## src/hdl/reflet_mem_consts.svh

```systemverilog
// reflet instruction memory constants
// address and data widths, memory map, init table length
// and the boot ROM loader program words
`ifndef REFLET_MEM_CONSTS_SVH
`define REFLET_MEM_CONSTS_SVH

`define REFLET_ADDR_W      15          // word address width
`define REFLET_DATA_W      16          // memory word width
`define REFLET_RAM_WORDS   32256       // ram covers words 0 to 0x7DFF
`define REFLET_BOOT_BASE   15'h7E00    // first boot rom word
`define REFLET_BOOT_WORDS  16          // populated rom words
`define REFLET_INIT_LEN    16          // init table entries
`define REFLET_AXI_ADDR_W  16          // bus byte address width

// loader program, word 0 first
`define REFLET_BOOT_W0     16'h1000
`define REFLET_BOOT_W1     16'h2E10
`define REFLET_BOOT_W2     16'h1F01
`define REFLET_BOOT_W3     16'h3C42
`define REFLET_BOOT_W4     16'h4A20
`define REFLET_BOOT_W5     16'h5B13
`define REFLET_BOOT_W6     16'h6071
`define REFLET_BOOT_W7     16'h7D08
`define REFLET_BOOT_W8     16'h8E35
`define REFLET_BOOT_W9     16'h9101
`define REFLET_BOOT_W10    16'hA2F0
`define REFLET_BOOT_W11    16'hB344
`define REFLET_BOOT_W12    16'hC0E7
`define REFLET_BOOT_W13    16'hD55A
`define REFLET_BOOT_W14    16'hE608
`define REFLET_BOOT_W15    16'hF00F

`endif

```

## src/hdl/reflet_mem_pkg.sv

```systemverilog
// reflet instruction memory types
// one memory access as seen by the ram and rom side,
// and the state encoding of the bus front end
`include "reflet_mem_consts.svh"

package reflet_mem_pkg;

    // single memory access, 32 bits in all
    typedef struct packed
    {
        logic [`REFLET_ADDR_W-1:0] addr;   // word address
        logic [`REFLET_DATA_W-1:0] wdata;  // write word
        logic                      we;     // 1 write, 0 read
    } mem_req_t;

    // bus port fsm
    // one transaction in flight at most
    typedef enum logic [1:0]
    {
        st_idle  = 2'd0,  // waiting for aw+w or ar
        st_wresp = 2'd1,  // bvalid up until bready
        st_rwait = 2'd2,  // read issued to memory
        st_rhold = 2'd3   // capture, then rvalid until rready
    } port_state_t;

endpackage

```

## src/hdl/reflet_axil_mem_port.sv

```systemverilog
// reflet axi4-lite memory port
// slave front end, one write or read in flight,
// writes win over reads, nothing served before inst_ready
// responses are always OKAY
`timescale 1ns/1ps
`include "reflet_mem_consts.svh"

module reflet_axil_mem_port (
    input  logic                          clk,
    input  logic                          reset,
    // write address
    input  logic [`REFLET_AXI_ADDR_W-1:0] awaddr,
    input  logic                          awvalid,
    output logic                          awready,
    // write data
    input  logic [31:0]                   wdata,
    input  logic [3:0]                    wstrb,   // ignored, full word writes
    input  logic                          wvalid,
    output logic                          wready,
    // write response
    output logic [1:0]                    bresp,
    output logic                          bvalid,
    input  logic                          bready,
    // read address
    input  logic [`REFLET_AXI_ADDR_W-1:0] araddr,
    input  logic                          arvalid,
    output logic                          arready,
    // read data
    output logic [31:0]                   rdata_o,
    output logic [1:0]                    rresp,
    output logic                          rvalid,
    input  logic                          rready,
    // memory side
    output reflet_mem_pkg::mem_req_t      mem_req,
    output logic                          mem_valid,
    input  logic [`REFLET_DATA_W-1:0]     mem_rdata,
    input  logic                          inst_ready
    );

    import reflet_mem_pkg::*;

    port_state_t               state;
    logic                      can_accept;
    logic                      write_go;   // aw and w taken this cycle
    logic                      read_go;    // ar taken this cycle
    logic [`REFLET_ADDR_W-1:0] rd_addr;    // latched read word address
    logic [`REFLET_DATA_W-1:0] rd_data;    // held read word

    assign can_accept = (state == st_idle) && inst_ready;
    assign write_go   = can_accept && awvalid && wvalid;
    assign read_go    = can_accept && arvalid && !(awvalid && wvalid);

    assign awready = write_go; // both channels in the same cycle
    assign wready  = write_go;
    assign arready = read_go;

    // write goes straight through, read one cycle after ar
    always_comb
    begin
        mem_req   = '0;
        mem_valid = 1'b0;
        if (write_go)
        begin
            mem_req.addr  = awaddr[`REFLET_AXI_ADDR_W-1:1];
            mem_req.wdata = wdata[`REFLET_DATA_W-1:0];
            mem_req.we    = 1'b1;
            mem_valid     = 1'b1;
        end
        else if (state == st_rwait)
        begin
            mem_req.addr = rd_addr;
            mem_valid    = 1'b1;
        end
    end

    always_ff @(posedge clk)
    begin
        if (!reset)
        begin
            state  <= st_idle;
            rvalid <= 1'b0;
        end
        else
        begin
            case (state)
                st_idle:
                begin
                    if (write_go)
                        state <= st_wresp;
                    else if (read_go)
                        state <= st_rwait;
                end
                st_wresp:
                begin
                    if (bready)
                        state <= st_idle;
                end
                st_rwait:
                    state <= st_rhold;   // memory samples the address here
                st_rhold:
                begin
                    if (!rvalid)
                        rvalid <= 1'b1;  // word captured this edge
                    else if (rready)
                    begin
                        rvalid <= 1'b0;
                        state  <= st_idle;
                    end
                end
                default:
                    state <= st_idle;
            endcase
        end
    end

    // payload registers
    always_ff @(posedge clk)
    begin
        if (read_go)
            rd_addr <= araddr[`REFLET_AXI_ADDR_W-1:1];
        if (state == st_rhold && !rvalid)
            rd_data <= mem_rdata;        // stable while rvalid waits
    end

    assign bvalid  = (state == st_wresp);
    assign bresp   = 2'b00;              // okay, rom writes too
    assign rresp   = 2'b00;
    assign rdata_o = {16'h0000, rd_data};

endmodule

```

## config.mk

```make
export PLATFORM = sky130hd
export DESIGN_NAME = reflet_axil_mem_port
export DESIGN_NICKNAME = d
export VERILOG_FILES = /design/src/hdl/reflet_mem_pkg.sv /design/src/hdl/reflet_axil_mem_port.sv
export VERILOG_INCLUDE_DIRS = /design/src /design/src/hdl
export SDC_FILE = /design/constraint.sdc
export NUM_CORES = 1
export LEC_CHECK = 0
export BUFFER_PORTS_ARGS = -buffer_cell sky130_fd_sc_hd__buf_2
export CORE_MARGIN = 2
export CORE_UTILIZATION = 38
export DETAILED_ROUTE_END_ITERATION = 8
export PLACE_DENSITY = 0.86
export SYNTH_ARGS = -nofsm -noshare
export SYNTH_HDL_FRONTEND = slang
export SYNTH_SLANG_ARGS = --single-unit
```

## constraint.sdc

```tcl
create_clock -name clk -period 7 [get_ports clk]
set_input_delay 1.05 -clock clk [delete_from_list [all_inputs] [get_ports clk]]
set_output_delay 1.05 -clock clk [all_outputs]
set_load 0.05 [all_outputs]
```

==> results of run 1 <==
-- cells by family after synthesis --
group           Yosys count  share of synthesized area
other cells               1                    0.00229
simple gates             33                      0.124
buf+inv                  33                      0.157
compound gates           19                      0.111
flops                    34                      0.606
-- area by class of cell --
class,instances,area [µm²],area share
Multi-Input combinational cell,72,465,0.204
Sequential cell,34,991,0.433
Clock buffer,5,68.8,0.0301
Tap cell,50,62.6,0.0274
Timing Repair Buffer,125,631,0.276
Clock inverter,3,68.8,0.0301
-- where the power goes --
| part | internal, mW | total [mW] | switching, mW | leakage [nW] |
|---|---|---|---|---|
| Sequential | 0.229 | 0.233 | 0.00403 | 0.307 |
| Clock | 0.143 | 0.215 | 0.0724 | 0.0683 |
| Combinational | 0.0313 | 0.124 | 0.0930 | 0.811 |
| Total | 0.403 | 0.572 | 0.169 | 1.19 |
-- worst max-delay path, stage by stage --
cell and delay [ns]:
buf_2 0.09, and3_1 0.80, a32o_1 0.28, buf_2 0.27
-- Yosys cell counts, drive strengths merged --
| library cell | instances |
|---|---|
| and2 | 2 |
| nor2b | 3 |
| edfxtp | 31 |
| and4b | 1 |
| a32o | 15 |
| conb | 1 |
| o311a | 1 |
| nor4 | 1 |
| nor2 | 2 |
| a21o | 1 |
| and3 | 18 |
| buf | 33 |
| dfxtp | 3 |
| nand2 | 3 |
| nand2b | 1 |
| and3b | 1 |
| a21oi | 1 |
| o32ai | 1 |
| nand4 | 1 |
-- worst paths after layout --
check | endpoint | slack (ns) | depth (start not counted)
setup / recovery | mem_req[20] | 3.44 | 4
hold reg to reg | state[1]$_SDFFE_PN0P_ | 0.60 | 2
hold / removal | state[1]$_SDFFE_PN0P_ | 0.60 | 2
setup reg to reg | rd_data[14]$_DFFE_PP_ | 5.11 | 2
-- per-stage QoR --
| stage | setup slack [ns] | std cells | util |
|---|---|---|---|
| final | 3.44 | 289 | 0.564 |
| after global routing | 3.24 | 289 | 0.564 |
| after CTS | 3.42 | 289 | 0.564 |
| after detailed placement | 3.42 | 281 | 0.530 |
| after global placement | 3.42 | 281 | 0.530 |
| after floorplan | 1.86 | 139 | - |
-- flip-flops by register name, indices dropped and copies added (netlist names) --
register,flops
rd_addr,15
rvalid,1
state,2
rd_data,16
-- metal layers --
layer	routed length [µm]	up-vias	track usage
met5	0	-	0
met4	69	0	0.0523
met3	570	10	0.0843
met2	1970	101	0.300
met1	1390	621	0.160
li1	-	652	-
==> qor.csv, run 1 <==
stage,metric,value,unit
global_route,Overflow after GRT,0,
clock_tree,clk sinks,34,
setup_path,CP Launch Type,primary input,
floorplan,die extent in x,69.6,µm
finish,"most common cell after layout, fill and taps aside",buf_2,
power,Worst VDD drop,0.168,mV
sta,hold slack,0.604,ns
finish,P&R area growth vs syn,39.9,%
setup_path,Critical Path AT,2.51,ns
floorplan,die height,69.6,µm
yosys,"Warnings, synthesis",0,
yosys,Synth cell types,22,
min_path,hold wc startpoint,state[1]$_SDFFE_PN0P_,
sta,Tmin final,3.56,ns
floorplan,Site Rows,23,
finish,diode count,0,
setup_path,CP Launch Point,inst_ready,
clock_tree,Worst-Skew Late Latency,0.29,ns
yosys,cell area after synthesis,0.00164,mm²
flow_run,max-cap violations,0,
clock_tree,cts hold-fix bufs,0,
setup_path,critical setup path kind,in -> out,
sta,setup TNS,0,ns
clock_tree,PostCTS Resize Cnt,0,
setup_path,CP Capture Type,primary output,
drt,DR vias,1384,
setup_path,Required @ worst endpoint,5.95,ns
clock_tree,clk buf depth,2,
clock_tree,Post-CTS Setup Repair Bufs,0,
sta,FMAX,281,MHz
min_path,Worst Hold Class,reg -> reg,
drt,Avg WL per Cell,13.8,µm
clock_tree,CTS root buf,clkbuf_8,
finish,fillcell total,363,
power,Pwr Total,0.572,mW
drt,DR iter-0 viols,22,
yosys,Avg Synthesized Cell Area,13.6,µm²
drt,Detail Route Antenna Nets,0,
drt,DRC,0,
yosys,post-synthesis sequential area ratio,0.606,
sta,RSZ-0062 raised after global routing,false,
global_route,initial antenna violation count,0,
sta,Worst slew margin,0.215,
yosys,synthesized flop and latch total,34,
place,placed cell area,0.00215,mm²
finish,fraction of layout cells with a size suffix above 1,0.565,
setup_path,worst r2r src,state[0]$_SDFFE_PN0P_,
global_route,GRT Total Usage,0.165,
yosys,cell taking the most area after synthesis,edfxtp_1,
global_route,vias in the first global route,1340,
run_status,status,finished clean,
yosys,Synth Instances,120,
sta,Fin. Hold Viols,0,
drt,Detailed Routing Iterations Pass 1,4,
global_route,largest net degree at the start of global routing,34,
sta,final clock skew,0.00405,ns
finish,Final #Nets,330,
clock_tree,H-tree depth,2,
place,IO Port Bufs,123,
sta,final worst path period share,0.508,
drt,final WL,4000,µm
clock_tree,TritonCTS Buffers,5,
power,pwr dens,250,mW/mm²
floorplan,Starting Density,0.403,
floorplan,num ports,166,
floorplan,core area,0.00406,mm²
setup_path,critical path peak fanout,33,
clock_tree,CTS tree,done,
clock_tree,clock-pin slew on the worst setup and hold paths,0.07,ns
sta,final max-slew violation count,0,
finish,"commonest non-fill, non-tap cells in the layout","123 x buf_2, 31 x edfxtp_1, 20 x conb_1",
sta,setup violators final,0,
power,Lkg Pwr,1.19,nW
yosys,Synth area leaders,"edfxtp_1 57%, buf_4 11%, a32o_1 9.2%, and3_1 6.9%, dfxtp_1 3.7%",
place,placed wire-length estimate,3090,µm
floorplan,area of the die,0.00484,mm²
yosys,top cell type's share of synthesized area,0.569,
place,gpl congestion,0.723,
global_route,first-pass GRT wire length,6230,µm
sta,Least-Margin Pin Slew,1.17,ns
drt,DR vias/cell,4.79,
finish,design area,0.00229,mm²
Note: power is estimated with default switching activity, not from simulation.
==> run 2: changes to the inputs <==
CORE_UTILIZATION = 32   (was 38)
PLACE_DENSITY = 0.77   (was 0.86)
clock period = 3 ns   (was 7 ns; I/O delays follow)
==> run 2 against run 1 <==
Against the previous run: worst setup slack worse by 2.8 ns; critical path type is now reg -> out; clock power up 44%; die area up 18%; critical path depth unchanged; worst hold slack worse by 0.26 ns; global-route usage down 3.2 points; clock skew up 0.0029 ns.
==> qor.csv, run 2 (synthesized netlist as in run 1, its figures left out) <==
stage,metric,value,unit
floorplan,Site Rows,26,
global_route,first-pass GRT wire length,5350,µm
finish,Final #Nets,334,
clock_tree,CTS root buf,clkbuf_8,
finish,Largest regs,"rd_data (16), rd_addr (15), state (2)",
floorplan,core area,0.00501,mm²
sta,Worst slew margin,0.658,
power,Worst VDD drop,0.395,mV
clock_tree,TritonCTS Buffers,5,
finish,P&R area growth vs syn,40.3,%
global_route,GRT Total Usage,0.133,
global_route,vias in the first global route,1162,
sta,Least-Margin Pin Slew,0.512,ns
global_route,largest net degree at the start of global routing,24,
sta,final worst path period share,0.798,
floorplan,area of the die,0.00570,mm²
sta,FMAX,418,MHz
sta,RSZ-0062 raised after global routing,false,
sta,Fin. Hold Viols,0,
clock_tree,Worst-Skew Late Latency,0.28,ns
setup_path,CP Launch Type,flip-flop,
setup_path,CP Launch Point,state[1]$_SDFFE_PN0P_,
clock_tree,cts hold-fix bufs,0,
finish,"commonest non-fill, non-tap cells in the layout","123 x buf_2, 31 x edfxtp_1, 20 x conb_1",
place,Place WS,0.740,ns
run_status,status,finished clean,
setup_path,Critical Path AT,1.94,ns
clock_tree,Post-CTS Setup Repair Bufs,0,
sta,setup violators final,0,
clock_tree,clock-pin slew on the worst setup and hold paths,0.07,ns
clock_tree,H-tree depth,2,
power,pwr dens,502,mW/mm²
power,Pwr Total,1.15,mW
sta,final max-slew violation count,0,
sta,Tmin final,2.39,ns
place,gpl congestion,0.700,
drt,DR vias,1384,
finish,diode count,0,
floorplan,Starting Density,0.326,
place,Placed Cells,305,
global_route,initial antenna violation count,0,
drt,Avg WL per Cell,13.2,µm
sta,setup TNS,0,ns
floorplan,die height,75.5,µm
sta,setup ws final,0.605,ns
drt,Detail Route Antenna Nets,0,
power,Lkg Pwr,1.18,nW
place,placed wire-length estimate,3340,µm
finish,design area,0.00229,mm²
global_route,Overflow after GRT,0,
finish,fraction of layout cells with a size suffix above 1,0.564,
drt,final WL,4130,µm
finish,non-filler cells in the finished layout,313,
clock_tree,clk sinks,34,
floorplan,die extent in x,75.5,µm
setup_path,Required @ worst endpoint,2.55,ns
finish,"most common cell after layout, fill and taps aside",buf_2,
clock_tree,CTS tree,done,
clock_tree,clk buf depth,2,
drt,Detailed Routing Iterations Pass 1,4,
finish,fillcell total,483,
floorplan,num ports,166,
setup_path,FF-to-FF setup slack,1.60,ns
finish,register name with the most flops,rd_data,
place,placed cell area,0.00221,mm²
setup_path,Worst Reg-to-Reg Cells,2,
flow_run,max-cap violations,0,
clock_tree,PostCTS Resize Cnt,0,
finish,max reg flops,16,
drt,DR vias/cell,4.42,
min_path,Worst Hold Class,in -> reg,
setup_path,critical setup path kind,reg -> out,
setup_path,Reg-to-Reg End,rd_addr[1]$_DFFE_PP_,
setup_path,CP endpoint,wready,
drt,DR iter-0 viols,36,
place,IO Port Bufs,123,
drt,DRC,0,
sta,final clock skew,0.00697,ns
setup_path,critical path peak fanout,23,
setup_path,CP Capture Type,primary output,
setup_path,worst r2r src,state[1]$_SDFFE_PN0P_,
==> run 2: cell count changes in the layout (fill, tap and decap cells not counted), sizes merged <==
cell / before / now
buf: 125 / 129
clkbuf: 5 / 6
bufinv: 2 / 0
clkinv: 1 / 2
==> run 2: cell type report <==
cell class	count	area, µm²	area share
sequential	34	991	0.432
timing repair buffer	129	661	0.288
multi-input combinational	72	474	0.207
tap	70	87.6	0.0382
clock buffer	6	72.6	0.0316
clock inverter	2	8.76	0.00382
==> run 2: how the worst min path moves through the flow <==
stage / startpoint / to / slack (ns) / cells past startpoint
finish: araddr[13] / rd_addr[12]$_DFFE_PP_ / 0.34 / 1
detailed placement: rvalid$_SDFFE_PN0N_ / state[1]$_SDFFE_PN0P_ / 0.61 / 2
global route: mem_rdata[3] / rd_data[3]$_DFFE_PP_ / 0.34 / 1
floorplan: araddr[1] / rd_addr[0]$_DFFE_PP_ / 0.55 / 0
CTS: araddr[10] / rd_addr[9]$_DFFE_PP_ / 0.33 / 1
global placement: rvalid$_SDFFE_PN0N_ / state[1]$_SDFFE_PN0P_ / 0.60 / 2
==> run 2: metal layers <==
metal  up-vias  GRT usage  wire length, µm
met2       105      0.240             2060
met1       613      0.134             1510
met3         6     0.0450              489
met4         0     0.0721               68
met5         -          0                0
li1        660          -                -
==> run 2: critical path, stage by stage, from the launching register on <==
cell     delay, ns
dfxtp_1       0.42
nor2_2        0.47
buf_4         0.32
and2_1        0.18
buf_2         0.28
==> run 2: report_power, final <==
| part | total (mW) | internal (mW) | leakage (nW) | switching [mW] |
|---|---|---|---|---|
| combinational | 0.298 | 0.0782 | 0.833 | 0.220 |
| sequential | 0.545 | 0.534 | 0.307 | 0.0106 |
| clock | 0.309 | 0.159 | 0.0426 | 0.150 |
| total | 1.15 | 0.771 | 1.18 | 0.381 |
==> run 2: through the flow <==
step	hold slack (ns)	utilization
6_report	0.342	0.458
2_1_floorplan	0.549	-
5_1_grt	0.338	0.458
4_1_cts	0.334	0.458
3_5_place_dp	0.615	0.442
3_3_place_gp	0.601	0.442
==> run 3: changes to the inputs <==
CORE_UTILIZATION = 35   (was 32)
PLACE_DENSITY = 0.8   (was 0.77)
clock period = 2.5 ns   (was 3 ns; I/O delays follow)
==> run 3 against run 2 <==
Against the previous run: power up 31%; clock skew down 0.0039 ns; via count up 0.14%; die area down 8.1%; design area up 0.76%; register-to-register slack worse by 0.49 ns; sequential cell count unchanged; critical path depth unchanged; first-iteration DRC count down 44%; critical endpoint is now mem_req[19].
==> qor.csv, run 3 (synthesized netlist as in run 1, its figures left out) <==
stage,metric,value,unit
global_route,vias in the first global route,1335,
setup_path,Critical Path AT,1.65,ns
setup_path,CP Capture Type,primary output,
sta,Tmin final,2.02,ns
place,Placed Cells,288,
place,placed cell area,0.00220,mm²
drt,Detail Route Antenna Nets,0,
sta,final max-slew violation count,0,
global_route,Overflow after GRT,0,
min_path,Worst Hold Class,in -> reg,
drt,DRC,0,
clock_tree,clk buf depth,2,
finish,fraction of layout cells with a size suffix above 1,0.574,
setup_path,CP Launch Type,flip-flop,
clock_tree,PostCTS Resize Cnt,0,
clock_tree,H-tree depth,2,
setup_path,CP bufs+invs,2,
global_route,initial antenna violation count,0,
finish,diode count,0,
setup_path,Required @ worst endpoint,2.12,ns
drt,DR vias,1386,
sta,RSZ-0062 raised after global routing,false,
place,IO Port Bufs,123,
clock_tree,Worst-Skew Late Latency,0.28,ns
floorplan,core area,0.00441,mm²
finish,footprint of the multi-input gates,474,µm²
setup_path,"delay-heaviest family, CP",flip-flops,
clock_tree,cts hold-fix bufs,0,
sta,FMAX,494,MHz
floorplan,num ports,166,
finish,max reg flops,16,
drt,DR vias/cell,4.68,
sta,Fin. Hold Viols,0,
floorplan,die height,72.4,µm
finish,Final #Nets,335,
finish,"commonest non-fill, non-tap cells in the layout","123 x buf_2, 31 x edfxtp_1, 20 x conb_1",
finish,"most common cell after layout, fill and taps aside",buf_2,
flow_run,max-cap violations,0,
finish,design area,0.00231,mm²
clock_tree,CTS tree,done,
floorplan,Site Rows,24,
sta,final worst path period share,0.809,
run_status,status,finished clean,
clock_tree,TritonCTS Buffers,5,
sta,setup TNS,0,ns
floorplan,die extent in x,72.4,µm
global_route,GRT Total Usage,0.156,
drt,DR iter-0 viols,20,
clock_tree,Post-CTS Setup Repair Bufs,0,
drt,final WL,4120,µm
setup_path,critical path peak fanout,10,
finish,register name with the most flops,rd_data,
place,placed wire-length estimate,3340,µm
floorplan,Starting Density,0.370,
finish,P&R area growth vs syn,41.4,%
global_route,largest net degree at the start of global routing,34,
setup_path,critical setup path kind,reg -> out,
clock_tree,clk sinks,34,
drt,Avg WL per Cell,13.9,µm
finish,non-filler cells in the finished layout,296,
finish,Largest regs,"rd_data (16), rd_addr (15), state (2)",
drt,Detailed Routing Iterations Pass 1,4,
floorplan,area of the die,0.00524,mm²
finish,final core occ,0.524,
setup_path,"slowest stage delay, CP",0.53,ns
finish,fillcell total,403,
power,Lkg Pwr,1.19,nW
global_route,first-pass GRT wire length,6040,µm
clock_tree,clock-pin slew on the worst setup and hold paths,0.07,ns
setup_path,crit path max-delay cell type,dfxtp_1,
clock_tree,CTS root buf,clkbuf_8,
setup_path,FF-to-FF setup slack,1.11,ns
power,pwr dens,651,mW/mm²
power,Worst VDD drop,0.515,mV
sta,final clock skew,0.00310,ns
place,gpl congestion,0.750,
sta,setup violators final,0,
setup_path,CP cell instances,nor2b_1 -> buf_4 -> a32o_1 -> buf_2,
finish,Sequential Area,991,µm²
## run 3: power breakdown
group,switching (mW),total (mW),internal [mW],leakage [nW]
clock,0.199,0.495,0.296,0.0504
combinational,0.262,0.359,0.0966,0.837
sequential,0.0119,0.652,0.640,0.307
## run 3: worst paths after layout
kind | from | end | cells past startpoint
worst min-delay path | araddr[4] | rd_addr[3]$_DFFE_PP_ | 1
worst max-delay path | state[1]$_SDFFE_PN0P_ | mem_req[19] | 4
worst max register to register | state[1]$_SDFFE_PN0P_ | rd_addr[0]$_DFFE_PP_ | 2
worst min register to register | state[1]$_SDFFE_PN0P_ | state[1]$_SDFFE_PN0P_ | 2
## run 3: layer usage
layer	GRT usage	up-vias	share of wire
li1	-	661	-
met5	0	-	0
met1	0.154	616	0.31
met3	0.0778	7	0.14
met2	0.275	102	0.52
met4	0.0692	0	0.019
## run 3: area by class of cell
type / instances / share of cell area
Clock buffer: 5 / 0.0298
Sequential cell: 34 / 0.429
Multi-Input combinational cell: 72 / 0.205
Timing Repair Buffer: 130 / 0.289
Clock inverter: 3 / 0.0195
Tap cell: 52 / 0.0281
## run 3: through the flow
stage | total power [mW] | worst slack [ns] | hold WS (ns)
after floorplan | 0.959 | 0.492 | 0.474
after global placement | 1.02 | 0.727 | 0.551
after detailed placement | 1.03 | 0.714 | 0.553
after CTS | 1.52 | 0.443 | 0.251
after global routing | 1.57 | 0.334 | 0.244
final | 1.51 | 0.477 | 0.260
## run 3: worst register-to-register path: cells and delay by family, from the launching register on
kind	cells	cell delay, ns
and+or+nand+nor	1	0.38
buffers and inverters	1	0.29
DFF	1	0.41
